$ cat src/source/xsecure_defines.svh
`ifndef XSECURE_DEFINES_SVH
`define XSECURE_DEFINES_SVH

// Width of one instruction word
`define XSEC_ILEN 32

// All three LFSRs share one width
`define XSEC_LFSR_W 32

// Default seeds, loaded at reset and after a lockup, must all be nonzero
`define XSEC_LFSR0_SEED 32'h9A3C_52E1
`define XSEC_LFSR1_SEED 32'h4D17_B08F
`define XSEC_LFSR2_SEED 32'hC6E2_7A35

// Galois tap mask for x^32 + x^22 + x^2 + x + 1, shifting right
`define XSEC_LFSR_TAPS 32'h8020_0003

// Default number of entries in the fetch queue
`define XSEC_FIFO_DEPTH 4

// Major opcodes used by the dummy instructions
`define XSEC_OPC_OP     7'b0110011
`define XSEC_OPC_BRANCH 7'b1100011

// Dummy frequency code and its decode patterns, for use in casez
`define XSEC_FREQ_W  4
`define XSEC_FREQ_4  4'b0000
`define XSEC_FREQ_8  4'b0001
`define XSEC_FREQ_16 4'b001?
`define XSEC_FREQ_32 4'b01??
`define XSEC_FREQ_64 4'b1???

// Width of the retired instruction counter
`define XSEC_CNT_W 32

`endif

$ cat src/source/xsecure_pkg.sv
`include "xsecure_defines.svh"

package xsecure_pkg;

  //////////////////////////////////////////////////
  // Instruction word views
  //////////////////////////////////////////////////

  // Register-register layout, used for ADD, AND and MUL dummies
  typedef struct packed {
    logic [6:0] funct7;
    logic [4:0] rs2;
    logic [4:0] rs1;
    logic [2:0] funct3;
    logic [4:0] rd;
    logic [6:0] opcode;
  } rtype_t;

  // Branch layout, the offset is split over the upper and lower fields
  typedef struct packed {
    logic [6:0] offset_hi;
    logic [4:0] rs2;
    logic [4:0] rs1;
    logic [2:0] funct3;
    logic [4:0] offset_lo;
    logic [6:0] opcode;
  } btype_t;

  // One 32-bit word decoded either way
  typedef union packed {
    rtype_t r;
    btype_t b;
  } instr_word_u;

  //////////////////////////////////////////////////
  // Interface bundles
  //////////////////////////////////////////////////

  // Fetched word with its single-cycle strobe
  typedef struct packed {
    logic                  valid;
    logic [`XSEC_ILEN-1:0] instr;
  } fetch_item_t;

  // Issued word, the dummy flag separates inserted items from real ones
  typedef struct packed {
    logic                  valid;
    logic                  dummy;
    logic [`XSEC_ILEN-1:0] instr;
  } issue_item_t;

  // Seed write, one enable bit per LFSR and shared data
  typedef struct packed {
    logic [2:0]              we;
    logic [`XSEC_LFSR_W-1:0] data;
  } seed_wr_t;

  // Low LFSR bits used to build and schedule dummies
  typedef struct packed {
    logic [4:0] lfsr1;
    logic [4:0] lfsr2;
    logic [7:0] lfsr0;
  } lfsr_taps_t;

  // Pending dummy, held until the issue stage takes it
  typedef struct packed {
    logic        valid;
    instr_word_u instr;
  } dummy_req_t;

endpackage

$ cat src/source/dummy_instr_sched.sv
`include "xsecure_defines.svh"

module dummy_instr_sched (
  input  logic                     xsecure_if,
  input  logic                     arst_n_i,
  input  logic                     rnddummy_i,
  input  logic [`XSEC_FREQ_W-1:0]  rnddummyfreq_i,
  input  xsecure_pkg::lfsr_taps_t  taps_i,
  input  logic                     real_issued_i,
  input  logic                     dummy_taken_i,
  output xsecure_pkg::dummy_req_t  dummy_req_o
);
  import xsecure_pkg::*;

  // Minor encodings of the four dummy kinds
  localparam logic [2:0] F3_ADD    = 3'b000;
  localparam logic [2:0] F3_AND    = 3'b111;
  localparam logic [2:0] F3_MUL    = 3'b000;
  localparam logic [2:0] F3_BLTU   = 3'b110;
  localparam logic [6:0] F7_BASE   = 7'b0000000;
  localparam logic [6:0] F7_MULDIV = 7'b0000001;

  logic [5:0]  freq_mask;
  logic [6:0]  threshold;
  logic [6:0]  cnt_q;
  logic [6:0]  cnt_next;
  logic        req_valid_q;
  logic        fire;
  instr_word_u word_d;
  instr_word_u req_word_q;

  // Frequency code to limit N, kept as N-1 since every limit is a power of two
  always_comb begin
    casez (rnddummyfreq_i)
      `XSEC_FREQ_4:  freq_mask = 6'd3;
      `XSEC_FREQ_8:  freq_mask = 6'd7;
      `XSEC_FREQ_16: freq_mask = 6'd15;
      `XSEC_FREQ_32: freq_mask = 6'd31;
      `XSEC_FREQ_64: freq_mask = 6'd63;
      default:       freq_mask = 6'd63;
    endcase
  end

  // Threshold lies in 1..N and changes when LFSR0 steps on a taken dummy
  assign threshold = 7'd1 + {1'b0, taps_i.lfsr0[5:0] & freq_mask};
  assign cnt_next  = cnt_q + {6'd0, real_issued_i};

  // Raise the request on the same edge that counts the last real item,
  // so no further real item can slip in ahead of the dummy
  assign fire = rnddummy_i && !req_valid_q && (cnt_next >= threshold);

  //////////////////////////////////////////////////
  // Dummy word
  //////////////////////////////////////////////////

  // Operands come from LFSR1 and LFSR2, the kind from LFSR0 bits 7:6
  always_comb begin
    word_d          = '0;
    word_d.r.rs1    = taps_i.lfsr1;
    word_d.r.rs2    = taps_i.lfsr2;
    word_d.r.rd     = 5'd0;
    word_d.r.opcode = `XSEC_OPC_OP;
    case (taps_i.lfsr0[7:6])
      2'b00: begin
        word_d.r.funct7 = F7_BASE;
        word_d.r.funct3 = F3_ADD;
      end
      2'b01: begin
        word_d.r.funct7 = F7_BASE;
        word_d.r.funct3 = F3_AND;
      end
      2'b10: begin
        word_d.r.funct7 = F7_MULDIV;
        word_d.r.funct3 = F3_MUL;
      end
      default: begin
        // Zero offset, so the branch lands on the next real instruction
        word_d.b.offset_hi = 7'd0;
        word_d.b.offset_lo = 5'd0;
        word_d.b.funct3    = F3_BLTU;
        word_d.b.opcode    = `XSEC_OPC_BRANCH;
      end
    endcase
  end

  //////////////////////////////////////////////////
  // Counter and request
  //////////////////////////////////////////////////

  always_ff @(posedge xsecure_if or negedge arst_n_i) begin
    if (!arst_n_i) begin
      cnt_q       <= '0;
      req_valid_q <= 1'b0;
    end else begin
      // Count restarts after each dummy and stays idle while dummies are off
      if (dummy_taken_i || !rnddummy_i) begin
        cnt_q <= '0;
      end else begin
        cnt_q <= cnt_next;
      end
      if (dummy_taken_i) begin
        req_valid_q <= 1'b0;
      end else if (fire) begin
        req_valid_q <= 1'b1;
      end
    end
  end

  always_ff @(posedge xsecure_if) begin
    if (fire) begin
      req_word_q <= word_d;
    end
  end

  assign dummy_req_o.valid = req_valid_q;
  assign dummy_req_o.instr = req_word_q;

  // Both views of the captured word are checked once the request is visible
  a_dummy_rd_x0: assert property (@(posedge xsecure_if) disable iff (!arst_n_i)
    fire |=> dummy_req_o.valid && dummy_req_o.instr.r.rd == 5'd0);

  a_bltu_zero_offset: assert property (@(posedge xsecure_if) disable iff (!arst_n_i)
    dummy_req_o.valid && dummy_req_o.instr.b.opcode == `XSEC_OPC_BRANCH
    |-> dummy_req_o.instr.b.funct3 == F3_BLTU
        && dummy_req_o.instr.b.offset_hi == 7'd0 && dummy_req_o.instr.b.offset_lo == 5'd0);

  // The issue stage takes a pending dummy at once
  a_req_one_cycle: assert property (@(posedge xsecure_if) disable iff (!arst_n_i)
    dummy_req_o.valid |=> !dummy_req_o.valid);

endmodule

$ cat src/source/fetch_fifo.sv
`include "xsecure_defines.svh"

module fetch_fifo #(
  parameter int DEPTH = `XSEC_FIFO_DEPTH
) (
  input  logic                     xsecure_if,
  input  logic                     arst_n_i,
  input  xsecure_pkg::fetch_item_t push_i,
  input  logic                     pop_i,
  output logic [`XSEC_ILEN-1:0]    head_o,
  output logic                     empty_o
);

  localparam int PTR_W = (DEPTH > 1) ? $clog2(DEPTH) : 1;
  localparam int CNT_W = $clog2(DEPTH + 1);

  logic [`XSEC_ILEN-1:0] mem_q [DEPTH];
  logic [PTR_W-1:0]      wr_ptr_q;
  logic [PTR_W-1:0]      rd_ptr_q;
  logic [CNT_W-1:0]      count_q;
  logic                  full;
  logic                  do_push;
  logic                  do_pop;

  // Pointers wrap at DEPTH, which need not be a power of two
  function automatic logic [PTR_W-1:0] ptr_inc(input logic [PTR_W-1:0] ptr);
    return (ptr == PTR_W'(DEPTH - 1)) ? '0 : ptr + 1'b1;
  endfunction

  assign full    = (count_q == CNT_W'(DEPTH));
  assign empty_o = (count_q == '0);
  assign do_push = push_i.valid && !full;
  assign do_pop  = pop_i && !empty_o;
  assign head_o  = mem_q[rd_ptr_q];

  always_ff @(posedge xsecure_if or negedge arst_n_i) begin
    if (!arst_n_i) begin
      wr_ptr_q <= '0;
      rd_ptr_q <= '0;
      count_q  <= '0;
    end else begin
      if (do_push) begin
        wr_ptr_q <= ptr_inc(wr_ptr_q);
      end
      if (do_pop) begin
        rd_ptr_q <= ptr_inc(rd_ptr_q);
      end
      // Simultaneous push and pop leave the occupancy unchanged
      if (do_push && !do_pop) begin
        count_q <= count_q + 1'b1;
      end else if (do_pop && !do_push) begin
        count_q <= count_q - 1'b1;
      end
    end
  end

  always_ff @(posedge xsecure_if) begin
    if (do_push) begin
      mem_q[wr_ptr_q] <= push_i.instr;
    end
  end

  // Overflow means the source ignored the idle-cycle rule between strobes
  a_no_push_full: assert property (@(posedge xsecure_if) disable iff (!arst_n_i)
    push_i.valid |-> !full);

  // The issue stage must only pop a non-empty queue
  a_no_pop_empty: assert property (@(posedge xsecure_if) disable iff (!arst_n_i)
    pop_i |-> !empty_o);

endmodule

$ cat src/source/issue_stage.sv
`include "xsecure_defines.svh"

module issue_stage (
  input  logic                     xsecure_if,
  input  logic                     arst_n_i,
  input  xsecure_pkg::dummy_req_t  dummy_req_i,
  input  logic [`XSEC_ILEN-1:0]    head_i,
  input  logic                     empty_i,
  output logic                     pop_o,
  output logic                     dummy_taken_o,
  output logic                     real_issued_o,
  output xsecure_pkg::issue_item_t issue_o,
  output logic [`XSEC_CNT_W-1:0]   minstret_o
);

  logic                   take_dummy;
  logic                   take_real;
  logic                   valid_q;
  logic                   dummy_q;
  logic [`XSEC_ILEN-1:0]  instr_q;
  logic [`XSEC_CNT_W-1:0] minstret_q;

  //////////////////////////////////////////////////
  // Selection
  //////////////////////////////////////////////////

  // A pending dummy wins over the queue head and at most one item issues per cycle
  assign take_dummy = dummy_req_i.valid;
  assign take_real  = !dummy_req_i.valid && !empty_i;

  // Strobes back to the queue, the LFSR bank and the scheduler
  assign pop_o         = take_real;
  assign real_issued_o = take_real;
  assign dummy_taken_o = take_dummy;

  //////////////////////////////////////////////////
  // Output register and retired counter
  //////////////////////////////////////////////////

  always_ff @(posedge xsecure_if or negedge arst_n_i) begin
    if (!arst_n_i) begin
      valid_q    <= 1'b0;
      dummy_q    <= 1'b0;
      minstret_q <= '0;
    end else begin
      valid_q <= take_dummy || take_real;
      dummy_q <= take_dummy;
      // Dummies never retire so only real items advance the count
      if (take_real) begin
        minstret_q <= minstret_q + 1'b1;
      end
    end
  end

  always_ff @(posedge xsecure_if) begin
    if (take_dummy) begin
      instr_q <= dummy_req_i.instr;
    end else if (take_real) begin
      instr_q <= head_i;
    end
  end

  assign issue_o.valid = valid_q;
  assign issue_o.dummy = dummy_q;
  assign issue_o.instr = instr_q;
  assign minstret_o    = minstret_q;

endmodule

$ cat src/source/xsecure_dummy_top.sv
`include "xsecure_defines.svh"

module xsecure_dummy_top (
  input  logic                     xsecure_if,
  input  logic                     arst_n_i,
  input  xsecure_pkg::fetch_item_t fetch_i,
  input  xsecure_pkg::seed_wr_t    seed_wr_i,
  input  logic                     rnddummy_i,
  input  logic [`XSEC_FREQ_W-1:0]  rnddummyfreq_i,
  output xsecure_pkg::issue_item_t issue_o,
  output logic                     alert_minor_o,
  output logic [`XSEC_CNT_W-1:0]   minstret_o
);
  import xsecure_pkg::*;

  lfsr_taps_t            taps;
  dummy_req_t            dummy_req;
  logic                  dummy_taken;
  logic                  real_issued;
  logic                  fifo_pop;
  logic                  fifo_empty;
  logic [`XSEC_ILEN-1:0] fifo_head;

  // Producer side, random source stepped by each taken dummy
  xsecure_lfsr_bank u_lfsr_bank (
    .xsecure_if    (xsecure_if),
    .arst_n_i      (arst_n_i),
    .seed_wr_i     (seed_wr_i),
    .step_i        (dummy_taken),
    .taps_o        (taps),
    .alert_minor_o (alert_minor_o)
  );

  // Producer side, decides when a dummy is due and what it looks like
  dummy_instr_sched u_sched (
    .xsecure_if     (xsecure_if),
    .arst_n_i       (arst_n_i),
    .rnddummy_i     (rnddummy_i),
    .rnddummyfreq_i (rnddummyfreq_i),
    .taps_i         (taps),
    .real_issued_i  (real_issued),
    .dummy_taken_i  (dummy_taken),
    .dummy_req_o    (dummy_req)
  );

  // Buffers fetched words while dummies occupy the issue slot
  fetch_fifo #(
    .DEPTH (`XSEC_FIFO_DEPTH)
  ) u_fifo (
    .xsecure_if (xsecure_if),
    .arst_n_i   (arst_n_i),
    .push_i     (fetch_i),
    .pop_i      (fifo_pop),
    .head_o     (fifo_head),
    .empty_o    (fifo_empty)
  );

  issue_stage u_issue (
    .xsecure_if    (xsecure_if),
    .arst_n_i      (arst_n_i),
    .dummy_req_i   (dummy_req),
    .head_i        (fifo_head),
    .empty_i       (fifo_empty),
    .pop_o         (fifo_pop),
    .dummy_taken_o (dummy_taken),
    .real_issued_o (real_issued),
    .issue_o       (issue_o),
    .minstret_o    (minstret_o)
  );

endmodule

$ cat src/source/xsecure_lfsr_bank.sv
`include "xsecure_defines.svh"

module xsecure_lfsr_bank (
  input  logic                    xsecure_if,
  input  logic                    arst_n_i,
  input  xsecure_pkg::seed_wr_t   seed_wr_i,
  input  logic                    step_i,
  output xsecure_pkg::lfsr_taps_t taps_o,
  output logic                    alert_minor_o
);

  // Index k of this vector is the default seed of LFSR k
  localparam logic [2:0][`XSEC_LFSR_W-1:0] DEFAULT_SEED = {
    `XSEC_LFSR2_SEED,
    `XSEC_LFSR1_SEED,
    `XSEC_LFSR0_SEED
  };

  logic [2:0][`XSEC_LFSR_W-1:0] lfsr_q;
  logic [2:0][`XSEC_LFSR_W-1:0] lfsr_d;
  logic [2:0]                   lockup;
  logic                         alert_q;

  // One right shift of a Galois LFSR
  // A nonzero state never steps into zero, so zero only comes from a seed write
  function automatic logic [`XSEC_LFSR_W-1:0] galois_step(
    input logic [`XSEC_LFSR_W-1:0] state
  );
    logic [`XSEC_LFSR_W-1:0] nxt;
    nxt = state >> 1;
    if (state[0]) begin
      nxt = nxt ^ `XSEC_LFSR_TAPS;
    end
    return nxt;
  endfunction

  //////////////////////////////////////////////////
  // Next state
  //////////////////////////////////////////////////

  // Priority per LFSR: seed write, then lockup reseed, then stepping
  always_comb begin
    for (int k = 0; k < 3; k++) begin
      lockup[k] = (lfsr_q[k] == '0);
      if (seed_wr_i.we[k]) begin
        lfsr_d[k] = seed_wr_i.data;
      end else if (lockup[k]) begin
        lfsr_d[k] = DEFAULT_SEED[k];
      end else if (step_i) begin
        lfsr_d[k] = galois_step(lfsr_q[k]);
      end else begin
        lfsr_d[k] = lfsr_q[k];
      end
    end
  end

  // The alert is registered, so it follows the lockup cycle by one
  always_ff @(posedge xsecure_if or negedge arst_n_i) begin
    if (!arst_n_i) begin
      lfsr_q  <= DEFAULT_SEED;
      alert_q <= 1'b0;
    end else begin
      lfsr_q  <= lfsr_d;
      alert_q <= |lockup;
    end
  end

  // The scheduler only sees the low bits it needs
  assign taps_o.lfsr1   = lfsr_q[1][4:0];
  assign taps_o.lfsr2   = lfsr_q[2][4:0];
  assign taps_o.lfsr0   = lfsr_q[0][7:0];
  assign alert_minor_o  = alert_q;

  //////////////////////////////////////////////////
  // Checks
  //////////////////////////////////////////////////

  // Without a competing seed write, a lockup raises the alert and restores the default seed
  for (genvar k = 0; k < 3; k++) begin : g_lockup_chk
    a_lockup_reseed: assert property (@(posedge xsecure_if) disable iff (!arst_n_i)
      lockup[k] && !seed_wr_i.we[k] |=> alert_minor_o && lfsr_q[k] == DEFAULT_SEED[k]);
  end

endmodule

$ cat config.mk
export PLATFORM = sky130hd
export DESIGN_NAME = xsecure_dummy_top
export DESIGN_NICKNAME = d
export VERILOG_FILES = /design/src/source/xsecure_pkg.sv /design/src/source/dummy_instr_sched.sv /design/src/source/fetch_fifo.sv /design/src/source/issue_stage.sv /design/src/source/xsecure_dummy_top.sv /design/src/source/xsecure_lfsr_bank.sv
export VERILOG_INCLUDE_DIRS = /design/src /design/src/source
export SDC_FILE = /design/constraint.sdc
export NUM_CORES = 1
export LEC_CHECK = 0
export BUFFER_PORTS_ARGS = -buffer_cell sky130_fd_sc_hd__buf_2
export CAP_MARGIN = 10
export CORE_ASPECT_RATIO = 0.9
export CORE_MARGIN = 2
export CORE_UTILIZATION = 45
export CTS_CLUSTER_DIAMETER = 200
export CTS_CLUSTER_SIZE = 20
export DETAILED_ROUTE_END_ITERATION = 8
export PLACE_DENSITY = 0.74
export SKIP_CTS_REPAIR_TIMING = 1
export SLEW_MARGIN = 40
export SYNTH_ARGS = -nofsm -noshare
export SYNTH_HDL_FRONTEND = slang
export SYNTH_SLANG_ARGS = --single-unit
$ cat constraint.sdc
create_clock -name xsecure_if -period 3.8 [get_ports xsecure_if]
set_input_delay 0.76 -clock xsecure_if [delete_from_list [all_inputs] [get_ports xsecure_if]]
set_output_delay 0.76 -clock xsecure_if [all_outputs]
set_load 0.01 [all_outputs]
== Word level (Yosys, flattened, before mapping) ==
Memory sizes are Yosys's and may differ from the RTL's.
Index checks and enable logic that the tools add are counted.

* Register bits: 210
* Logic and storage cells: 91
* Memories: 1
* Latch bits: 0
* Bits in writable memories: 128
* ROM bits: 0

* Eq/ne operators: 8
* Reductions and logical operators: 29
* Magnitude comparators: 1
* Multiply operators: 0
* Divide/modulo/power cells: 0
* Multiplexer cells: 27
* Bitwise gates (word level): 4
* Add/subtract/negate cells: 7
* Shifts and indexed selects: 0

{| class="wikitable"
|+ Memory list
! memory !! depth !! width !! rd ports !! clocked after Yosys merged registers in !! write ports !! RTL line !! source
|-
| u_fifo.mem_q || 4 || 32 || 1 || 0 || 1 || fetch_fifo.sv:17 || <nowiki>logic [`XSEC_ILEN-1:0] mem_q [DEPTH];</nowiki>
|}

{| class="wikitable"
|+ Operator list
! cell !! number
|-
| 32-bit two-way mux || 14
|-
| 32-bit zero test || 3
|-
| 32-bit by 1-bit adder with 32-bit output (second input constant) || 1
|-
| 6-bit one-hot mux with 5 select lines || 1
|-
| 7-bit two-way mux || 2
|-
| 3-bit inverter with 4-bit output || 3
|-
| 3-bit nonzero test || 3
|-
| 1-bit by 6-bit adder with 7-bit output (first input constant) || 1
|-
| 7-bit by 1-bit adder with 7-bit output || 1
|-
| 7-bit >= comparator || 1
|-
| 1-bit logical AND || 7
|-
| 6-bit AND || 1
|-
| 2-bit equality test (second input constant) || 3
|-
| 1-bit zero test || 6
|-
| 3-bit two-way mux || 2
|-
| 3-bit one-hot mux with 2 select lines || 1
|-
| 3-bit OR reduction || 2
|-
| 1-bit two-way mux || 5
|-
| 2-bit by 1-bit adder with 2-bit output (second input constant) || 2
|-
| 2-bit by 1-bit equality test with 1-bit output (second input constant) || 2
|-
| 4-bit by 1-bit equality test with 1-bit output (second input constant) || 1
|-
| 4-bit zero test || 1
|-
| 2-bit two-way mux || 2
|-
| 2-bit nonzero test || 2
|-
| other kinds (8) || 9
|}

== Longest topological paths before layout ==
* Depth in word-level cells: 8
* Mapped depth: 10
* Mapped depth without buffers: 10

== By module ==
A second synthesis with hierarchy kept.

* Cell total of the unflattened synthesis: 1013
* Area, all modules: 14769.2 µm²

{| class="wikitable"
|+ By module, submodules not included
! module !! cells an instance !! area each (µm²) !! instances
|-
| xsecure_lfsr_bank || 491 || 5390.2 || 1
|-
| fetch_fifo || 204 || 5116.2 || 1
|-
| issue_stage || 207 || 2971.6 || 1
|-
| dummy_instr_sched || 111 || 1291.2 || 1
|}

== Least setup slack after synthesis ==
OpenSTA, ideal clock, no wires.

* Path kind: reg2reg
* From: register u_sched.req_valid_q
* To: register u_sched.req_word_q[12] (netlist bit), enable pin
* Path slack: 631 ps
* Clock period less this slack: 3169 ps
* Required time: 3408 ps
* Library setup time: 392 ps
* Arrival: 2777 ps
* Cell stages (with the launch flop): 11
* Path buffers: 1
* Cells stage by stage: dfrtp_1 -> buf_2 -> nor2_1 -> ha_1 -> ha_1 -> nand3_1 -> xnor2_1 -> ha_1 -> a21o_1 -> a211oi_1 -> a21oi_1

* Word-level cells in the longest chain between the ends: 5

{| class="wikitable"
|+ Ends and longest elaborated chain
! item !! RTL line !! source
|-
| from (decl) || dummy_instr_sched.sv:27 || <nowiki>logic req_valid_q;</nowiki>
|-
| from (signal assigned) || dummy_instr_sched.sv:93 || <nowiki>req_valid_q <= 1'b0;</nowiki>
|-
| from (signal assigned) || dummy_instr_sched.sv:102 || <nowiki>req_valid_q <= 1'b0;</nowiki>
|-
| from (signal assigned) || dummy_instr_sched.sv:104 || <nowiki>req_valid_q <= 1'b1;</nowiki>
|-
| 1-bit zero test * || dummy_instr_sched.sv:50, issue_stage.sv:29 ||
|-
| 1-bit logical AND || issue_stage.sv:29 || <nowiki>assign take_real = !dummy_req_i.valid && !empty_i;</nowiki>
|-
| 7-bit by 1-bit adder with 7-bit output || dummy_instr_sched.sv:46 || <nowiki>assign cnt_next = cnt_q + {6'd0, real_issued_i};</nowiki>
|-
| 7-bit >= comparator || dummy_instr_sched.sv:50 || <nowiki>assign fire = rnddummy_i && !req_valid_q && (cnt_next >= threshold);</nowiki>
|-
| 1-bit logical AND * || dummy_instr_sched.sv:50 ||
|-
| named net u_sched.fire || dummy_instr_sched.sv:28 || <nowiki>logic fire;</nowiki>
|-
| to (signal assigned) || dummy_instr_sched.sv:111 || <nowiki>req_word_q <= word_d;</nowiki>
|-
| to (decl) || dummy_instr_sched.sv:30 || <nowiki>instr_word_u req_word_q;</nowiki>
|}

The timed path passes the listed nets; every way through them passes the cells marked *.
A chain may end at the register's enable or synchronous reset.

== Final worst setup path ==
* From: register u_fifo.count_q[2]
* To: register u_sched.req_word_q[17] (netlist bit), enable pin

* Word-level cells in the longest chain between the ends: 6

{| class="wikitable"
|+ Ends and longest elaborated chain
! item !! RTL line !! source
|-
| from (decl) || fetch_fifo.sv:20 || <nowiki>logic [CNT_W-1:0] count_q;</nowiki>
|-
| from (signal assigned) || fetch_fifo.sv:50 || <nowiki>count_q <= count_q + 1'b1;</nowiki>
|-
| from (signal assigned) || fetch_fifo.sv:52 || <nowiki>count_q <= count_q - 1'b1;</nowiki>
|-
| 3-bit zero test || fetch_fifo.sv:31 || <nowiki>assign empty_o = (count_q == '0);</nowiki>
|-
| 1-bit zero test || issue_stage.sv:29 ||
|-
| 1-bit logical AND || issue_stage.sv:29 ||
|-
| 7-bit by 1-bit adder with 7-bit output || dummy_instr_sched.sv:46 ||
|-
| 7-bit >= comparator || dummy_instr_sched.sv:50 ||
|-
| 1-bit logical AND || dummy_instr_sched.sv:50 ||
|-
| named net u_sched.fire || dummy_instr_sched.sv:28 ||
|}

The timed path passes the listed nets, and every way through them passes these cells.

==> run summary <==
CRITICAL PATH
---------------------------------------------------------------------------------
Required time of the critical path                                        4070 ps
Cell mode on critical path                                                   ha_1
Delay contributed by the slowest stage of the critical path                420 ps
Critical path start-end classification                               flop to flop
End of the worst register-to-register path                           u_sched.req_word_q[17]
Worst EP arrival                                                          3400 ps
Critical register-to-register path startpoint                        u_fifo.count_q[2]
Worst-path fanout max                                                          15
Top cell family by delay on the critical path                         adder cells
Path depth of the worst reg2reg path                                           11
Endpoint class of the critical path                                          flop
Critical Path, Cell by Cell                                          nor3_2, nor2_1, ha_1, ha_1, nand3_1, xnor2_1, ha_1, a21o_1, a211oi_1, a21oi_1, buf_4
Bufs and invs on worst path                                                     1
Slack of the worst reg-to-reg path                                         670 ps
Sort of element at the start of the critical path                            flop
Highest-delay cell along the critical path                                dfrtp_1

YOSYS
---------------------------------------------------------------------------------
Flip-flop cell with the highest count after synthesis                    edfxtp_1
Multiplexer share of the synthesized area                                  0.0993
Total standard cell area after synthesis                               13,800 µm²
Share of the synthesized netlist area taken by xor and xnor gates          0.0310
Most area-consuming cells after synthesis                            edfxtp_1 (38%), dfrtp_1 (18%), dfstp_2 (9.1%)
Synthesized area per cell                                                13.6 µm²
Top-count cell post-synth                                                edfxtp_1
Area fraction in compound gates after synthesis                            0.0697
Post-Synth Simple-Gate Area                                                 0.109
Post-synthesis async set-or-reset flop share                                0.455
Post-synth EDFFs                                                              175
Top cell type's share of synthesized area                                   0.380
Most instantiated cells after synthesis                              edfxtp_1 (175), nand2_1 (117), dfrtp_1 (98)
Library cell occupying the most area in the post-synthesis netlist       edfxtp_1
Fraction of the mapped netlist area in adder cells                         0.0196
Cells after synthesis                                                       1,017
Yosys synthesis warning count                                                   0
Synthesized flop and latch total                                              321
Sequential-to-total area share from yosys stat                              0.649
Main combinational cell family by area after synthesis               simple AND/OR/NAND/NOR gates
Post-synthesis cell type count                                                 46
Post-Syn Nets                                                               1,113

TIMING
---------------------------------------------------------------------------------
Fin Clk Skew                                                              13.2 ps
Worst-Margin Slew                                                          739 ps
Setup Total Neg Slack                                                        0 ps
# setup viols final                                                             0
Fraction of the cycle the final worst path needs                            0.824
Slew Limit Headroom                                                         0.507
Worst hold-check slack                                                     309 ps
Fin worst setup slack                                                      668 ps
Pins over their slew limit                                                      0
Min Tclk post-route                                                       3130 ps
RSZ-0062 raised after global routing                                           no
Highest clock rate                                                        319 MHz
Count of final hold-check violations                                            0

OUTCOME
---------------------------------------------------------------------------------
Status                                                               complete, no violations

POWER
---------------------------------------------------------------------------------
Portion of total power attributed to combinational logic                    0.277
Net switching component of the power                                      3.21 mW
Share of total power in the clock network                                   0.214
Leak                                                                      6.05 nW
Cell internal power dissipation                                           7.14 mW
Largest voltage drop on the vdd net                                      0.319 mV
Relative contribution of sequential cells to total power                    0.510
Total power divided by cell area                                       663 nW/µm²
Switching share of power                                                    0.310

PLACEMENT
---------------------------------------------------------------------------------
Number of I/O port buffers                                                    141
Final HPWL DP                                                           19,400 µm
Last weighted congestion value of the routability-driven placer             0.815
Post-Place Cell Area                                                   15,000 µm²
Worst setup slack before clock tree synthesis                              666 ps

DRT
---------------------------------------------------------------------------------
Final ANT Viol Nets                                                             0
Post-detailed-routing wire length                                       29,600 µm
Via count                                                                   8,459
Via density per instance                                                     5.42
DRC violation count after routing                                               0
DR iter-0 viols                                                               634
Wire length per cell after detailed routing                               19.0 µm
Count of TritonRoute iterations in the first routing pass                       5

FLOORPLAN
---------------------------------------------------------------------------------
Core Region                                                            30,000 µm²
Standard-cell rows                                                             60
Initial Util                                                                0.460
Die extent in x                                                            189 µm
Count of pins on the block boundary                                           142
Die height                                                                 170 µm
Die outline area                                                       32,100 µm²

LAYOUT
---------------------------------------------------------------------------------
Fraction of final layout cells sized beyond drive strength 1                0.252
Area growth from synthesis to final layout                                  13.0%
Area of all placed cells without fillers                               15,600 µm²
Total number of nets in the final design                                    1,236
Layout fillers                                                              2,538

GLOBAL ROUTING
---------------------------------------------------------------------------------
Number of antenna violations at the first check in global routing               6
Global-route usage over all layers                                          0.184
Vias in the first global route                                              8,251
Global-route wire length before repair                                  46,700 µm
Maximum number of pins on one net before global-route repair                  186
Grt ovf                                                                         0

CLOCKING
---------------------------------------------------------------------------------
CTS tree                                                                    built
Insertion delay of the later-clocked pin in the worst-skew pair            510 ps
CTS buffer count                                                               20
Clock transition at the registers of the reported paths                     80 ps
Max Buffers Root-to-Sink                                                        3
Level count of the clock H-tree                                                 1
Clock sink count                                                              321
Clock root buffer                                                       clkbuf_16

HOLD PATH
---------------------------------------------------------------------------------
Hold crit path type                                                  primary input to asynchronous set/reset pin

JOB
---------------------------------------------------------------------------------
Total of max-cap violations                                                     0

[kinds of logic after synthesis]
group           after synthesis
mux                          95
simple gates                294
xor+xnor                     48
flops                       321
compound gates              164
buf+inv                      74
fa+ha+maj                    21
[metrics by stage]
stage	std cells	total power [mW]	utilization
final	1561	10.3	0.520
after global routing	1561	10.9	0.520
after CTS	1556	10.4	0.519
after detailed placement	1520	8.20	0.498
after global placement	1520	8.09	0.498
after floorplan	1017	7.20	-
[worst reg2reg max path: cells and delay by family, from the launching register on]
| kind | cells | cell delay [ps] |
|---|---|---|
| xor gates and xnor gates | 1 | 150 |
| buffers and inverters | 1 | 220 |
| AOI/OAI and AO/OA | 3 | 600 |
| adders and majority gates | 3 | 750 |
| DFF | 1 | 420 |
| and+or+nand+nor | 3 | 730 |
[layout make-up]
class | count | area (µm²) | share of cell area
inverters | 18 | 67.6 | 0.00433
clock buffers | 34 | 574 | 0.0368
diodes | 4 | 10.0 | 0.000641
well taps | 403 | 504 | 0.0323
repair buffers | 157 | 887 | 0.0568
clock inverters | 2 | 37.5 | 0.00240
flip-flops and latches | 321 | 8980 | 0.575
multi-input cells | 622 | 4560 | 0.292
[layout by cell type, fill, tap and decap left out, drive strengths merged, types with 32 or more instances in the layout]
master,count
edfxtp,175
buf,156
nand2,117
dfrtp,98
o21ai,98
nor2b,58
dfstp,48
mux2i,46
a211oi,46
clkbuf,35
mux4,32
xnor2,32
[how the worst max path moves through the flow]
stage / startpoint / end / slack [ps] / depth (start not counted)
after floorplan: u_sched.req_valid_q / u_sched.req_word_q[12] / 630 / 10
after global placement: u_fifo.count_q[2] / u_sched.req_word_q[19] / 810 / 11
after detailed placement: u_fifo.count_q[2] / u_sched.req_word_q[17] / 670 / 11
after CTS: u_fifo.count_q[2] / u_sched.req_word_q[17] / 640 / 11
after global routing: u_fifo.count_q[2] / u_sched.req_word_q[19] / 440 / 11
final: u_fifo.count_q[2] / u_sched.req_word_q[17] / 670 / 11
[per-layer routing]
metal | wire (µm) | share of wire | vias up | global-route usage
met2 | 13800 | 0.47 | 201 | 0.285
li1 | - | - | 3967 | -
met3 | 1670 | 0.056 | 45 | 0.0264
met1 | 13500 | 0.46 | 4242 | 0.274
met5 | 23 | 0.00078 | - | 0
met4 | 628 | 0.021 | 4 | 0.0513
[power groups by stage]
stage	clock network, mW	registers, mW	logic [mW]
2_1_floorplan	0	5.19	2.01
3_3_place_gp	0	5.32	2.77
3_5_place_dp	0	5.35	2.85
4_1_cts	2.26	5.29	2.87
5_1_grt	2.39	5.38	3.16
6_report	2.21	5.28	2.86
[registers in the layout, indices dropped and copies added (netlist names)]
register,cells
u_sched.cnt_q,7
u_lfsr_bank.alert_minor_o,1
u_issue.minstret_o,32
u_issue.instr_q,32
u_sched.req_word_q,15
u_fifo.mem_q,128
u_lfsr_bank.lfsr_q,78
u_issue.valid_q,1
u_issue.dummy_q,1
u_sched.req_valid_q,1
u_lfsr_bank.taps_o,18
u_fifo.wr_ptr_q,2
u_fifo.rd_ptr_q,2
u_fifo.count_q,3
Power figures use the tool's default switching activity.
